**config.mk**
```make
export PLATFORM = sky130hd
export DESIGN_NAME = cart_loader_top
export DESIGN_NICKNAME = d
export VERILOG_FILES = /design/src/common/cart_pkg.sv /design/src/source/download_decode.sv /design/src/header/header_capture.sv /design/src/header/chip_detect.sv /design/src/source/mem_request.sv /design/src/source/cart_loader_top.sv
export SDC_FILE = /design/constraint.sdc
export NUM_CORES = 1
export LEC_CHECK = 0
export BUFFER_PORTS_ARGS = -buffer_cell sky130_fd_sc_hd__buf_2
export CAP_MARGIN = 20
export CORE_UTILIZATION = 49
export DETAILED_ROUTE_END_ITERATION = 10
export PLACE_DENSITY = 0.86
export SYNTH_ARGS = -nofsm -noshare
export SYNTH_HDL_FRONTEND = slang
export SYNTH_HIERARCHICAL = 1
export SYNTH_SLANG_ARGS = --single-unit
```
**constraint.sdc**
```tcl
create_clock -name clk_sys -period 2.8 [get_ports clk_sys]
set_input_delay 0.56 -clock clk_sys [delete_from_list [all_inputs] [get_ports clk_sys]]
set_output_delay 0.56 -clock clk_sys [all_outputs]
set_load 0.01 [all_outputs]
```
**src/common/cart_pkg.sv**
```systemverilog
/*
 Cartridge loader package
 Widths, header offsets, chip codes and the structs shared by the
 download, header, chip detect and memory request blocks
*/
package cart_pkg;

	// ============================================================
	// Vector types
	// ============================================================
	typedef logic [24:0] dl_addr_t;
	typedef logic [15:0] dl_word_t;
	typedef logic [22:0] rom_word_addr_t;
	typedef logic [23:0] mask_t;
	// Map type in [1:0], chip code in [7:4]
	typedef logic [7:0] rom_type_t;
	typedef logic [15:0] aram_addr_t;
	typedef logic [7:0] hdr_byte_t;

	// ============================================================
	// Constants
	// ============================================================
	localparam logic [5:0] IDX_SPC = 6'd2;
	localparam dl_addr_t ARAM_LIMIT = 25'h0010100;
	localparam dl_addr_t ARAM_OFFSET = 25'd256;

	// Internal header word offsets within the bank
	localparam logic [14:0] HDR_MAPPER = 15'h7FD4;
	localparam logic [14:0] HDR_TYPE = 15'h7FD6;
	localparam logic [14:0] HDR_RAMSIZE = 15'h7FD8;
	localparam logic [14:0] HDR_COMPANY = 15'h7FDA;

	// Where the header bank sits for each map type
	localparam dl_addr_t PREFIX_LOROM = 25'h0000000;
	localparam dl_addr_t PREFIX_HIROM = 25'h0008000;
	localparam dl_addr_t PREFIX_EXHIROM = 25'h0408000;

	localparam logic [3:0] MIN_ROM_SHIFT = 4'd12;
	localparam logic [3:0] GSU_RAM_SHIFT = 4'd6;

	// Coprocessor codes, upper nibble of rom_type
	localparam logic [3:0] CHIP_DSP2 = 4'h9;
	localparam logic [3:0] CHIP_DSP3 = 4'hA;
	localparam logic [3:0] CHIP_DSP4 = 4'hB;
	localparam logic [3:0] CHIP_OBC1 = 4'hC;
	localparam logic [3:0] CHIP_SDD1 = 4'h5;
	localparam logic [3:0] CHIP_GSU = 4'h7;
	localparam logic [3:0] CHIP_SA1 = 4'h6;
	localparam logic [3:0] CHIP_ST0XX = 4'h8;

	// ============================================================
	// Structs
	// ============================================================
	typedef struct packed {
		dl_addr_t addr;
		dl_addr_t addr_adj;
		dl_word_t data;
		logic cart;
		logic spc;
	} dl_write_t;

	typedef struct packed {
		hdr_byte_t mapper;
		hdr_byte_t cart_type;
		hdr_byte_t company;
		logic [3:0] rom_size;
		logic [3:0] ram_size;
	} cart_hdr_t;

	typedef struct packed {
		rom_type_t rom_type;
		mask_t rom_mask;
		mask_t ram_mask;
	} cart_info_t;

	typedef struct packed {
		logic req;
		rom_word_addr_t addr;
	} rom_req_t;

	typedef struct packed {
		logic req;
		aram_addr_t addr;
		dl_word_t data;
	} aram_req_t;

endpackage

```
**src/source/download_decode.sv**
```systemverilog
/*
 Download decoder
 Sorts the download stream into cartridge and sound-program files,
 strips the copier header from cartridge addresses and registers each write
*/
`timescale 1ns/10ps

module download_decode (
	input logic clk_sys,
	input logic reset,
	input logic ioctl_wr,
	input logic ioctl_download,
	input cart_pkg::dl_addr_t ioctl_addr,
	input cart_pkg::dl_word_t ioctl_dout,
	input logic [7:0] ioctl_index,
	input logic [23:0] ioctl_filesize,
	output logic wr_strobe,
	output cart_pkg::dl_write_t wr,
	output logic cart_active,
	output logic spc_mode
);

	logic cart_dl;
	logic spc_dl;
	cart_pkg::dl_addr_t addr_adj;

	// ============================================================
	// File classification
	// ============================================================
	// Index 0 and 1 are cartridge images
	assign cart_dl = ioctl_download && (ioctl_index[5:1] == 5'd0);
	assign spc_dl = ioctl_download && (ioctl_index[5:0] == cart_pkg::IDX_SPC);

	// A copier header makes the size 512 over a multiple of 1024
	assign addr_adj = ioctl_addr - cart_pkg::dl_addr_t'(ioctl_filesize[9:0]);

	// ============================================================
	// Registered write
	// ============================================================
	always_ff @(posedge clk_sys) begin
		if (reset) begin
			wr_strobe <= 1'b0;
			cart_active <= 1'b0;
		end else begin
			wr_strobe <= ioctl_wr;
			cart_active <= cart_dl;
		end
	end

	// Payload only, qualified by wr_strobe downstream
	always_ff @(posedge clk_sys) begin
		if (ioctl_wr) begin
			wr.addr <= ioctl_addr;
			wr.addr_adj <= addr_adj;
			wr.data <= ioctl_dout;
			wr.cart <= cart_dl;
			wr.spc <= spc_dl;
		end
	end

	// Sound mode follows the file type of the last write
	always_ff @(posedge clk_sys) begin
		if (reset) begin
			spc_mode <= 1'b0;
		end else if (wr_strobe) begin
			spc_mode <= wr.spc;
		end
	end

endmodule

```
**src/header/header_capture.sv**
```systemverilog
/*
 Internal header capture
 Picks the mapper, type, size and company words out of a cartridge download
 and turns the size fields into ROM and RAM address masks
*/
`timescale 1ns/10ps

module header_capture (
	input logic clk_sys,
	input logic reset,
	input logic wr_strobe,
	input cart_pkg::dl_write_t wr,
	input logic [1:0] map_sel,
	output cart_pkg::cart_hdr_t hdr,
	output cart_pkg::mask_t rom_mask,
	output cart_pkg::mask_t ram_mask
);

	cart_pkg::dl_addr_t prefix;
	logic cart_wr;
	logic at_mapper;
	logic at_type;
	logic at_ramsize;
	logic at_company;
	logic [3:0] rom_shift;
	logic hdr_loaded;

	// Header bank base for the selected map type
	always_comb begin
		case (map_sel)
			2'd1: prefix = cart_pkg::PREFIX_HIROM;
			2'd2: prefix = cart_pkg::PREFIX_EXHIROM;
			default: prefix = cart_pkg::PREFIX_LOROM;
		endcase
	end

	assign cart_wr = wr_strobe && wr.cart;
	assign at_mapper = wr.addr_adj == (prefix | cart_pkg::dl_addr_t'(cart_pkg::HDR_MAPPER));
	assign at_type = wr.addr_adj == (prefix | cart_pkg::dl_addr_t'(cart_pkg::HDR_TYPE));
	assign at_ramsize = wr.addr_adj == (prefix | cart_pkg::dl_addr_t'(cart_pkg::HDR_RAMSIZE));
	assign at_company = wr.addr_adj == (prefix | cart_pkg::dl_addr_t'(cart_pkg::HDR_COMPANY));

	// ============================================================
	// Field capture
	// ============================================================
	always_ff @(posedge clk_sys) begin
		if (reset) begin
			hdr <= '0;
			hdr_loaded <= 1'b0;
		end else if (cart_wr) begin
			hdr_loaded <= 1'b1;
			// New image, forget the old RAM size
			if (wr.addr == '0)
				hdr.ram_size <= 4'd0;
			if (at_mapper)
				hdr.mapper <= wr.data[15:8];
			if (at_type)
				{hdr.rom_size, hdr.cart_type} <= wr.data[11:0];
			if (at_ramsize)
				hdr.ram_size <= wr.data[3:0];
			if (at_company)
				hdr.company <= wr.data[7:0];
		end
	end

	// ============================================================
	// Address masks
	// ============================================================
	// Small images still get a 4 MB mirror window
	assign rom_shift = (hdr.rom_size > cart_pkg::MIN_ROM_SHIFT) ? hdr.rom_size :
		cart_pkg::MIN_ROM_SHIFT;

	always_ff @(posedge clk_sys) begin
		if (reset || !hdr_loaded) begin
			rom_mask <= '0;
			ram_mask <= '0;
		end else begin
			rom_mask <= (24'd1024 << rom_shift) - 24'd1;
			if (hdr.ram_size == 4'd0)
				ram_mask <= '0;
			else
				ram_mask <= (24'd1024 << hdr.ram_size) - 24'd1;
		end
	end

endmodule

```
**src/header/chip_detect.sv**
```systemverilog
/*
 Coprocessor detect
 Derives the chip code in rom_type from the captured header once the
 cartridge download has finished, with the GSU RAM mask override
*/
`timescale 1ns/10ps

module chip_detect (
	input logic clk_sys,
	input logic reset,
	input cart_pkg::cart_hdr_t hdr,
	input cart_pkg::mask_t rom_mask,
	input cart_pkg::mask_t ram_mask,
	input logic cart_active,
	input logic [1:0] map_sel,
	output cart_pkg::cart_info_t info
);

	cart_pkg::rom_type_t rom_type;
	logic gsu;
	cart_pkg::hdr_byte_t mapper;
	cart_pkg::hdr_byte_t ctype;

	assign mapper = hdr.mapper;
	assign ctype = hdr.cart_type;

	// ============================================================
	// Chip rules, first match wins
	// ============================================================
	always_ff @(posedge clk_sys) begin
		if (reset) begin
			rom_type <= '0;
			gsu <= 1'b0;
		end else if (cart_active) begin
			rom_type <= {6'd0, map_sel};
			gsu <= 1'b0;
		end else begin
			// DSP3
			if (mapper == 8'h30 && ctype == 8'h05 && hdr.company == 8'hB2) begin
				rom_type[7:4] <= cart_pkg::CHIP_DSP3;
			// DSP1 only marks bit 7
			end else if (((mapper == 8'h20 || mapper == 8'h21) && ctype == 8'h03) ||
				(mapper == 8'h30 && ctype == 8'h05) ||
				(mapper == 8'h31 && (ctype == 8'h03 || ctype == 8'h05))) begin
				rom_type[7] <= 1'b1;
			end else if (mapper == 8'h20 && ctype == 8'h05) begin
				rom_type[7:4] <= cart_pkg::CHIP_DSP2;
			end else if (mapper == 8'h30 && ctype == 8'h03) begin
				rom_type[7:4] <= cart_pkg::CHIP_DSP4;
			end else if (mapper == 8'h30 && ctype == 8'h25) begin
				rom_type[7:4] <= cart_pkg::CHIP_OBC1;
			end else if (mapper == 8'h32 && (ctype == 8'h43 || ctype == 8'h45)) begin
				rom_type[7:4] <= cart_pkg::CHIP_SDD1;
			end else if (mapper == 8'h30 && ctype == 8'hF6) begin
				rom_type[7:3] <= {cart_pkg::CHIP_ST0XX, 1'b1};
				// Smaller ST0xx boards use the other variant
				if (hdr.rom_size < 4'd10)
					rom_type[5] <= 1'b1;
			end else if (mapper == 8'h20 && (ctype == 8'h13 || ctype == 8'h14 ||
				ctype == 8'h15 || ctype == 8'h1A)) begin
				rom_type[7:4] <= cart_pkg::CHIP_GSU;
				gsu <= 1'b1;
			end else if (mapper == 8'h23 && (ctype == 8'h32 || ctype == 8'h34 ||
				ctype == 8'h35)) begin
				rom_type[7:4] <= cart_pkg::CHIP_SA1;
			end
		end
	end

	// ============================================================
	// Output
	// ============================================================
	// GSU boards get fixed work RAM regardless of the header
	always_comb begin
		info.rom_type = rom_type;
		info.rom_mask = rom_mask;
		info.ram_mask = gsu ? ((24'd1024 << cart_pkg::GSU_RAM_SHIFT) - 24'd1) : ram_mask;
	end

endmodule

```
**src/source/mem_request.sv**
```systemverilog
/*
 Memory write requests
 Turns registered download writes into toggle requests for the
 ROM port and the audio RAM port
*/
`timescale 1ns/10ps

module mem_request (
	input logic clk_sys,
	input logic reset,
	input logic wr_strobe,
	input cart_pkg::dl_write_t wr,
	output cart_pkg::rom_req_t rom,
	output cart_pkg::dl_word_t rom_din,
	output logic rom_we,
	output cart_pkg::aram_req_t aram,
	output logic aram_we
);

	logic rom_hit;
	logic aram_hit;
	cart_pkg::dl_addr_t aram_addr_full;

	assign rom_hit = wr_strobe && wr.cart;
	// The tail of a sound file holds DSP registers, not audio RAM
	assign aram_hit = wr_strobe && wr.spc && (wr.addr < cart_pkg::ARAM_LIMIT);
	assign aram_addr_full = wr.addr - cart_pkg::ARAM_OFFSET;

	// ============================================================
	// ROM port
	// ============================================================
	always_ff @(posedge clk_sys) begin
		if (reset) begin
			rom.req <= 1'b0;
			rom_we <= 1'b0;
		end else if (rom_hit) begin
			rom.req <= ~rom.req;
			rom_we <= 1'b1;
		end
	end

	// Word address from the header-stripped byte address
	always_ff @(posedge clk_sys) begin
		if (rom_hit) begin
			rom.addr <= wr.addr_adj[23:1];
			rom_din <= wr.data;
		end
	end

	// ============================================================
	// Audio RAM port
	// ============================================================
	always_ff @(posedge clk_sys) begin
		if (reset) begin
			aram.req <= 1'b0;
		end else if (aram_hit) begin
			aram.req <= ~aram.req;
		end
	end

	always_ff @(posedge clk_sys) begin
		if (aram_hit) begin
			aram.addr <= aram_addr_full[15:0];
			aram.data <= wr.data;
		end
	end

	// Loading only ever writes
	assign aram_we = 1'b1;

endmodule

```
**src/source/cart_loader_top.sv**
```systemverilog
/*
 Cartridge loader top level
 Connects the download decoder, header capture, chip detect and
 memory request blocks
*/
`timescale 1ns/10ps

module cart_loader_top (
	input logic clk_sys,
	input logic reset,
	input logic ioctl_wr,
	input logic ioctl_download,
	input cart_pkg::dl_addr_t ioctl_addr,
	input cart_pkg::dl_word_t ioctl_dout,
	input logic [7:0] ioctl_index,
	input logic [23:0] ioctl_filesize,
	input logic [1:0] map_sel,
	output logic spc_mode,
	output cart_pkg::cart_info_t info,
	output cart_pkg::rom_req_t rom,
	output cart_pkg::dl_word_t rom_din,
	output logic rom_we,
	output cart_pkg::aram_req_t aram,
	output logic aram_we
);

	logic wr_strobe;
	cart_pkg::dl_write_t wr;
	logic cart_active;
	cart_pkg::cart_hdr_t hdr;
	cart_pkg::mask_t rom_mask;
	cart_pkg::mask_t ram_mask;

	download_decode u_download_decode (
		.clk_sys(clk_sys),
		.reset(reset),
		.ioctl_wr(ioctl_wr),
		.ioctl_download(ioctl_download),
		.ioctl_addr(ioctl_addr),
		.ioctl_dout(ioctl_dout),
		.ioctl_index(ioctl_index),
		.ioctl_filesize(ioctl_filesize),
		.wr_strobe(wr_strobe),
		.wr(wr),
		.cart_active(cart_active),
		.spc_mode(spc_mode)
	);

	header_capture u_header_capture (
		.clk_sys(clk_sys),
		.reset(reset),
		.wr_strobe(wr_strobe),
		.wr(wr),
		.map_sel(map_sel),
		.hdr(hdr),
		.rom_mask(rom_mask),
		.ram_mask(ram_mask)
	);

	chip_detect u_chip_detect (
		.clk_sys(clk_sys),
		.reset(reset),
		.hdr(hdr),
		.rom_mask(rom_mask),
		.ram_mask(ram_mask),
		.cart_active(cart_active),
		.map_sel(map_sel),
		.info(info)
	);

	mem_request u_mem_request (
		.clk_sys(clk_sys),
		.reset(reset),
		.wr_strobe(wr_strobe),
		.wr(wr),
		.rom(rom),
		.rom_din(rom_din),
		.rom_we(rom_we),
		.aram(aram),
		.aram_we(aram_we)
	);

endmodule

```
==> results.tsv, run 1 <==
stage	metric	value	unit
floorplanning	die height	138	µm
sta	final clock skew	9.79	ps
yosys	Commonest cells post-synth	edfxtp_1, dfxtp_1, nand2b_1	
pwr	Power Density	658	mW/mm²
min_path	Hold Path Origin	ioctl_dout[0]	
cells_and_area	multi-input logic area	0.00275	mm²
yosys	Distinct cells, synth	68	
clocking	Resized cells post-CTS	0	
setup_path	RR Endpoint	u_chip_detect/rom_type[7]	
floorplanning	Core Region	0.0180	mm²
cells_and_area	post-route insts no fill	1113	
cells_and_area	fin area	0.0108	mm²
min_path	Hold Path Depth	1	
yosys	Avg Inst Size Synth	13.1	µm²
cells_and_area	fin util	60.1	%
setup_path	Worst setup SP type	input pin	
route	post-route ant nets	0	
setup_path	Crit Path Class	in -> reg	
sta	RSZ-0062 raised after global routing	false	
yosys	ys async rst share	0	%
cells_and_area	area grow syn2layout	20.0	%
clocking	Clk pin slew, worst setup/hold paths	70	ps
setup_path	CP Capture Type	register	
pwr	maximum vdd drop	0.558	mV
pwr	Static Leakage	4.54	nW
setup_path	R2R setup slack	520	ps
global_route	first-pass GRT wire length	28.1	mm
floorplanning	Die Wd	138	µm
sta	setup TNS	0	ps
route	drt drc	0	
yosys	main flop type after synthesis	edfxtp_1	
clocking	Post-CTS Setup Bufs	0	
global_route	GR Overflow Total	0	
sta	Slew headroom	56.2	%
setup_path	crit-path max FO	2	
min_path	type of the most critical hold path	in -> reg	
clocking	CTS H-Tree Depth	1	
sta	post-layout minimum cycle time	2380	ps
min_path	hold path endpoint	u_download_decode/wr[2]	
clocking	clk root buf	clkbuf_16	
outcome	status	completed	
route	Initial DRC Count	309	
route	iteration count of the initial detailed-routing pass	4	
sta	final worst path period share	85.0	%
placed_design	placed cells	1070	
clocking	Skew-Pair Late Insertion Delay	500	ps
placed_design	area post-placement	0.0100	mm²
route	per-cell routed wire length	16.5	µm
clocking	hold_buf cts	0	
flow_run	Max-cap violations	0	
yosys	synth warn	6	
yosys	mapped cell area	0.00900	mm²
global_route	All-Layer GR Usage	19.6	%
floorplanning	die area	0.0189	mm²
yosys	synth top area cells	edfxtp_1, dfxtp_1, mux2i_1	
clocking	CTS tree	built	
sta	Final setup viols	0	
route	total wire length	18.3	mm
yosys	EDFF count, synth	139	
yosys	Synth area leader	edfxtp_1	
floorplanning	Initial Utilization	50.1	%
route	routed vias/inst	5.11	
setup_path	Worst Path Required	3040	ps
global_route	vias in the first global route	5497	
placed_design	Port-buffer cells	192	
placed_design	gpl congestion	0.921	
sta	Slew Limit Fails	0	
sta	Slew @ Worst Pin	648	ps
cells_and_area	FF+latch area	0.00572	mm²
global_route	initial antenna violation count	1	
floorplanning	# IOs	211	
cells_and_area	share of cells above drive strength 1	32.8	%
yosys	synthesis-stage register bit count	216	
route	vias	5690	
sta	worst-case hold slack	231	ps
clocking	TritonCTS Buffers	23	
sta	final hold vios	0	
setup_path	FF-to-FF Start	u_header_capture/hdr[16]	
yosys	share of the yosys chip area belonging to registers	63.5	%
sta	Peak Freq	0.420	GHz
setup_path	WP data arrival	2620	ps
yosys	Synth top area share	46.4	%
clocking	Clock Path Buffers	3	
floorplanning	FP Rows	49	
placed_design	post-DP HPWL	13.3	mm
cells_and_area	Final nets	960	
yosys	most common cell in the netlist	edfxtp_1	
setup_path	worst reg2reg path depth	5	
clocking	clk sinks	216	
cells_and_area	Fill cells	1421	
global_route	largest net degree at the start of global routing	47	
yosys	Cells after Synth	689	
[registers in the layout, indices dropped and copies added, names as in the netlist, 7 cells and up]
name and count:
u_header_capture/ram_mask 15, u_header_capture/rom_mask 15, u_mem_request/aram 33, u_mem_request/rom_din 16, u_header_capture/hdr 32, u_chip_detect/rom_type 7
u_download_decode/wr 68, u_mem_request/rom 24
[logic make-up (layout without fill, tap and decap cells)]
kind of cell / after synthesis / in the layout / synth area share, %
buf+inv: 92 / 284 / 5.95
compound gates: 59 / 59 / 4.75
other cells: 3 / 6 / 0.125
simple gates: 236 / 236 / 16.3
mux: 37 / 37 / 4.17
fa+ha+maj: 15 / 15 / 2.17
flops: 216 / 216 / 63.5
xor+xnor: 31 / 31 / 3.02
[per-layer routing]
layer / share of wire, % / wire length [µm] / up-vias / global-route usage (%)
met4: 2.3 / 427 / 0 / 5.31
met3: 7.0 / 1280 / 32 / 4.27
met2: 50 / 9220 / 202 / 34.7
met5: 0 / 0 / - / 0
li1: - / - / 2771 / -
met1: 40 / 7400 / 2685 / 23.8
[worst max-delay path: stages]
cell    delay, ps
buf_2         100
or4_4         540
or4_4         500
or3_4         340
or4_4         420
nor2_2        100
xor2_1         70
[how the worst max path moves through the flow]
stage                               end  slack (ps)            from
4_1_cts        u_download_decode/wr[42]         430  ioctl_addr[12]
2_1_floorplan  u_download_decode/wr[42]          50  ioctl_addr[12]
3_5_place_dp   u_download_decode/wr[42]         -90  ioctl_addr[12]
3_3_place_gp   u_download_decode/wr[42]         -80  ioctl_addr[12]
6_report       u_download_decode/wr[42]         420  ioctl_addr[12]
5_1_grt        u_download_decode/wr[30]         270   ioctl_addr[0]
[layout make-up]
type	count	share of cell area, %
Clock inverter	16	1.67
Antenna cell	2	0.0464
Multi-Input combinational cell	382	25.5
Sequential cell	216	52.9
Tap cell	229	2.65
Inverter	29	1.01
Clock buffer	25	5.40
Timing Repair Buffer	214	10.8
[where the power goes]
group / total [W] / internal [W] / switching (W)
Sequential: 0.00365 / 0.00356 / 0.0000878
Clock: 0.00305 / 0.00187 / 0.00118
Combinational: 0.000402 / 0.000178 / 0.000224
Total: 0.00710 / 0.00561 / 0.00150
[cells in the final DEF, fill, tap and decap left out, types with 11 or more instances in the layout]
cell       count
buf_2        192
edfxtp_1     139
dfxtp_1       77
nand2b_1      49
nor2_1        37
mux2i_1       36
inv_1         29
clkbuf_16     23
nor2b_1       23
xor2_1        20
buf_4         19
or2_2         18
nor3_1        18
nor4_1        15
nand2_1       14
ha_1          14
a21oi_1       12
o21ai_0       11
xnor2_1       11
[stage by stage]
| stage | power (W) | setup WS (ps) |
|---|---|---|
| after floorplan | 0.00391 | 47.9 |
| after global placement | 0.00410 | -83.0 |
| after detailed placement | 0.00412 | -91.6 |
| after CTS | 0.00717 | 432 |
| after global routing | 0.00733 | 269 |
| final | 0.00710 | 420 |
(Power assumes the default switching activity.)
==> run 2, diff against run 1 <==
--- a/config.mk
+++ b/config.mk
@@ -7,9 +7,9 @@
 export LEC_CHECK = 0
 export BUFFER_PORTS_ARGS = -buffer_cell sky130_fd_sc_hd__buf_2
 export CAP_MARGIN = 20
-export CORE_UTILIZATION = 49
+export CORE_UTILIZATION = 54
 export DETAILED_ROUTE_END_ITERATION = 10
-export PLACE_DENSITY = 0.86
+export PLACE_DENSITY = 0.89
 export SYNTH_ARGS = -nofsm -noshare
 export SYNTH_HDL_FRONTEND = slang
 export SYNTH_HIERARCHICAL = 1
==> constraint.sdc (replaced) <==
create_clock -name clk_sys -period 2.45 [get_ports clk_sys]
set_input_delay 0.49 -clock clk_sys [delete_from_list [all_inputs] [get_ports clk_sys]]
set_output_delay 0.49 -clock clk_sys [all_outputs]
set_load 0.01 [all_outputs]
==> run 2 against run 1 <==
Net effect:
- global-route usage grew 1.1 points
- final cell count decreased by 0.45%
- clock-buffer cell count grew 8
- via count rose by 0.16%
- sequential power is 14% higher
- critical endpoint unchanged
==> results.tsv, run 2 (synthesis gave the netlist of run 1 again) <==
stage	metric	value	unit
outcome	status	completed	
cells_and_area	most common cell after layout, fill and taps aside	buf_2	
min_path	type of the most critical hold path	in -> reg	
cells_and_area	antenna cells	0	
sta	Slew headroom	53.4	%
clocking	Clk pin slew, worst setup/hold paths	60	ps
global_route	met2 Usage GRT	36.8	%
setup_path	Worst setup SP type	input pin	
setup_path	slowest CP cell	or4_4	
floorplanning	Initial Utilization	56.0	%
route	per-cell routed wire length	16.3	µm
placed_design	gpl congestion	0.900	
floorplanning	# IOs	211	
route	post-route ant nets	0	
floorplanning	die height	131	µm
sta	Final setup viols	0	
setup_path	FF-to-FF Start	u_header_capture/hdr[20]	
cells_and_area	area grow syn2layout	20.3	%
placed_design	Port-buffer cells	192	
route	total wire length	18.0	mm
sta	worst-case hold slack	174	ps
flow_run	Max-cap violations	0	
cells_and_area	Fill cells	1168	
placed_design	post-DP HPWL	12.9	mm
clocking	clk root buf	clkbuf_16	
sta	final clock skew	15.6	ps
global_route	initial antenna violation count	3	
cells_and_area	Reg with most FFs	u_download_decode/wr	
setup_path	R2R setup slack	150	ps
global_route	Global Route met3 Usage	4.28	%
setup_path	Crit Path Class	in -> reg	
clocking	clk sinks	216	
route	Initial DRC Count	430	
route	drt drc	0	
global_route	first-pass GRT wire length	28.2	mm
pwr	Power Density	730	mW/mm²
route	routed vias/inst	5.14	
sta	final hold vios	0	
setup_path	Worst Path Required	2690	ps
global_route	grt peak-use layer	met2	
clocking	TritonCTS Buffers	22	
clocking	CTS tree	built	
setup_path	CP Launch Point	ioctl_addr[12]	
cells_and_area	Final nets	970	
global_route	GR met1 Demand/Resource	25.5	%
global_route	GR Overflow Total	0	
setup_path	worst reg2reg path depth	5	
sta	setup TNS	0	ps
sta	post-layout minimum cycle time	2320	ps
global_route	largest net degree at the start of global routing	70	
pwr	maximum vdd drop	0.437	mV
cells_and_area	post-route insts no fill	1108	
clocking	hold_buf cts	0	
cells_and_area	top flop regs	u_download_decode/wr (68), u_mem_request/aram (33), u_header_capture/hdr (32)	
cells_and_area	share of cells above drive strength 1	33.4	%
pwr	Static Leakage	4.57	nW
floorplanning	Core Region	0.0161	mm²
cells_and_area	fin util	67.4	%
clocking	CTS H-Tree Depth	1	
sta	Peak Freq	0.431	GHz
setup_path	RR Endpoint	u_chip_detect/rom_type[6]	
sta	final worst path period share	94.6	%
setup_path	Worst Path Buf+Inv	1	
setup_path	Worst path max stage delay	530	ps
setup_path	CP Capture Point	u_download_decode/wr[42]	
setup_path	CP Depth	7	
clocking	Clock Path Buffers	3	
floorplanning	die area	0.0172	mm²
route	vias	5699	
setup_path	CP Cell Sequence	buf_2, or4_4, or4_4, or3_4, or4_4, nor2_2, xor2_1	
placed_design	placed cells	1068	
floorplanning	Die Wd	131	µm
setup_path	CP Capture Type	register	
clocking	Post-CTS Setup Bufs	0	
sta	Slew @ Worst Pin	689	ps
clocking	Skew-Pair Late Insertion Delay	490	ps
cells_and_area	max reg flops	68	
setup_path	delay-heaviest family, CP	simple AND/OR/NAND/NOR gates	
setup_path	most frequent CP cell	or4_4	
setup_path	WP data arrival	2560	ps
floorplanning	FP Rows	46	
global_route	All-Layer GR Usage	20.6	%
global_route	vias in the first global route	5508	
cells_and_area	commonest non-fill, non-tap cells in the layout	buf_2, edfxtp_1, dfxtp_1	
route	iteration count of the initial detailed-routing pass	4	
setup_path	crit-path max FO	2	
cells_and_area	FF+latch area	0.00572	mm²
sta	Slew Limit Fails	0	
cells_and_area	multi-input logic area	0.00276	mm²
sta	RSZ-0062 raised after global routing	false	
==> run 2: power by group <==
part / leakage (nW) / internal, W / total, W / switching (W)
clock: 0.361 / 0.00198 / 0.00327 / 0.00129
combinational: 2.28 / 0.000213 / 0.000472 / 0.000258
sequential: 1.93 / 0.00407 / 0.00417 / 0.0000976
==> run 2: layout make-up <==
cell class	count	share of cell area, %
Timing Repair Buffer	225	11.5
Tap cell	216	2.50
Sequential cell	216	52.8
Multi-Input combinational cell	382	25.5
Clock inverter	7	0.601
Inverter	29	1.01
Clock buffer	33	6.12
==> run 2: stage by stage <==
stage / total power, W / setup slack (ps) / cell area (µm²)
after floorplan: 0.00447 / -232 / 9000
after global placement: 0.00469 / -362 / 10100
after detailed placement: 0.00472 / -377 / 10100
after CTS: 0.00798 / 137 / 10800
after global routing: 0.00818 / 45.4 / 10800
final: 0.00791 / 132 / 10800
==> run 2: how the worst min path moves through the flow <==
stage	startpoint	to	slack (ps)	cells past startpoint
3_5_place_dp	u_download_decode/wr[23]	u_mem_request/rom[4]	430	0
4_1_cts	ioctl_dout[5]	u_download_decode/wr[7]	160	1
5_1_grt	ioctl_dout[15]	u_download_decode/wr[17]	160	1
6_report	ioctl_dout[8]	u_download_decode/wr[10]	170	1
2_1_floorplan	u_download_decode/wr[23]	u_mem_request/rom[4]	420	0
3_3_place_gp	u_download_decode/wr[23]	u_mem_request/rom[4]	430	0
==> run 2: repair_timing <==
item / CTS / global route
endpoints found under the hold margin: 0 / 0
resized for setup: 0 / 1
setup endpoints to repair: 0 / 1
==> run 2: per-layer routing <==
layer	share of wire [%]	vias up
li1	-	2783
met1	41	2689
met2	51	194
met3	6.1	29
met4	1.7	4
met5	0.14	-
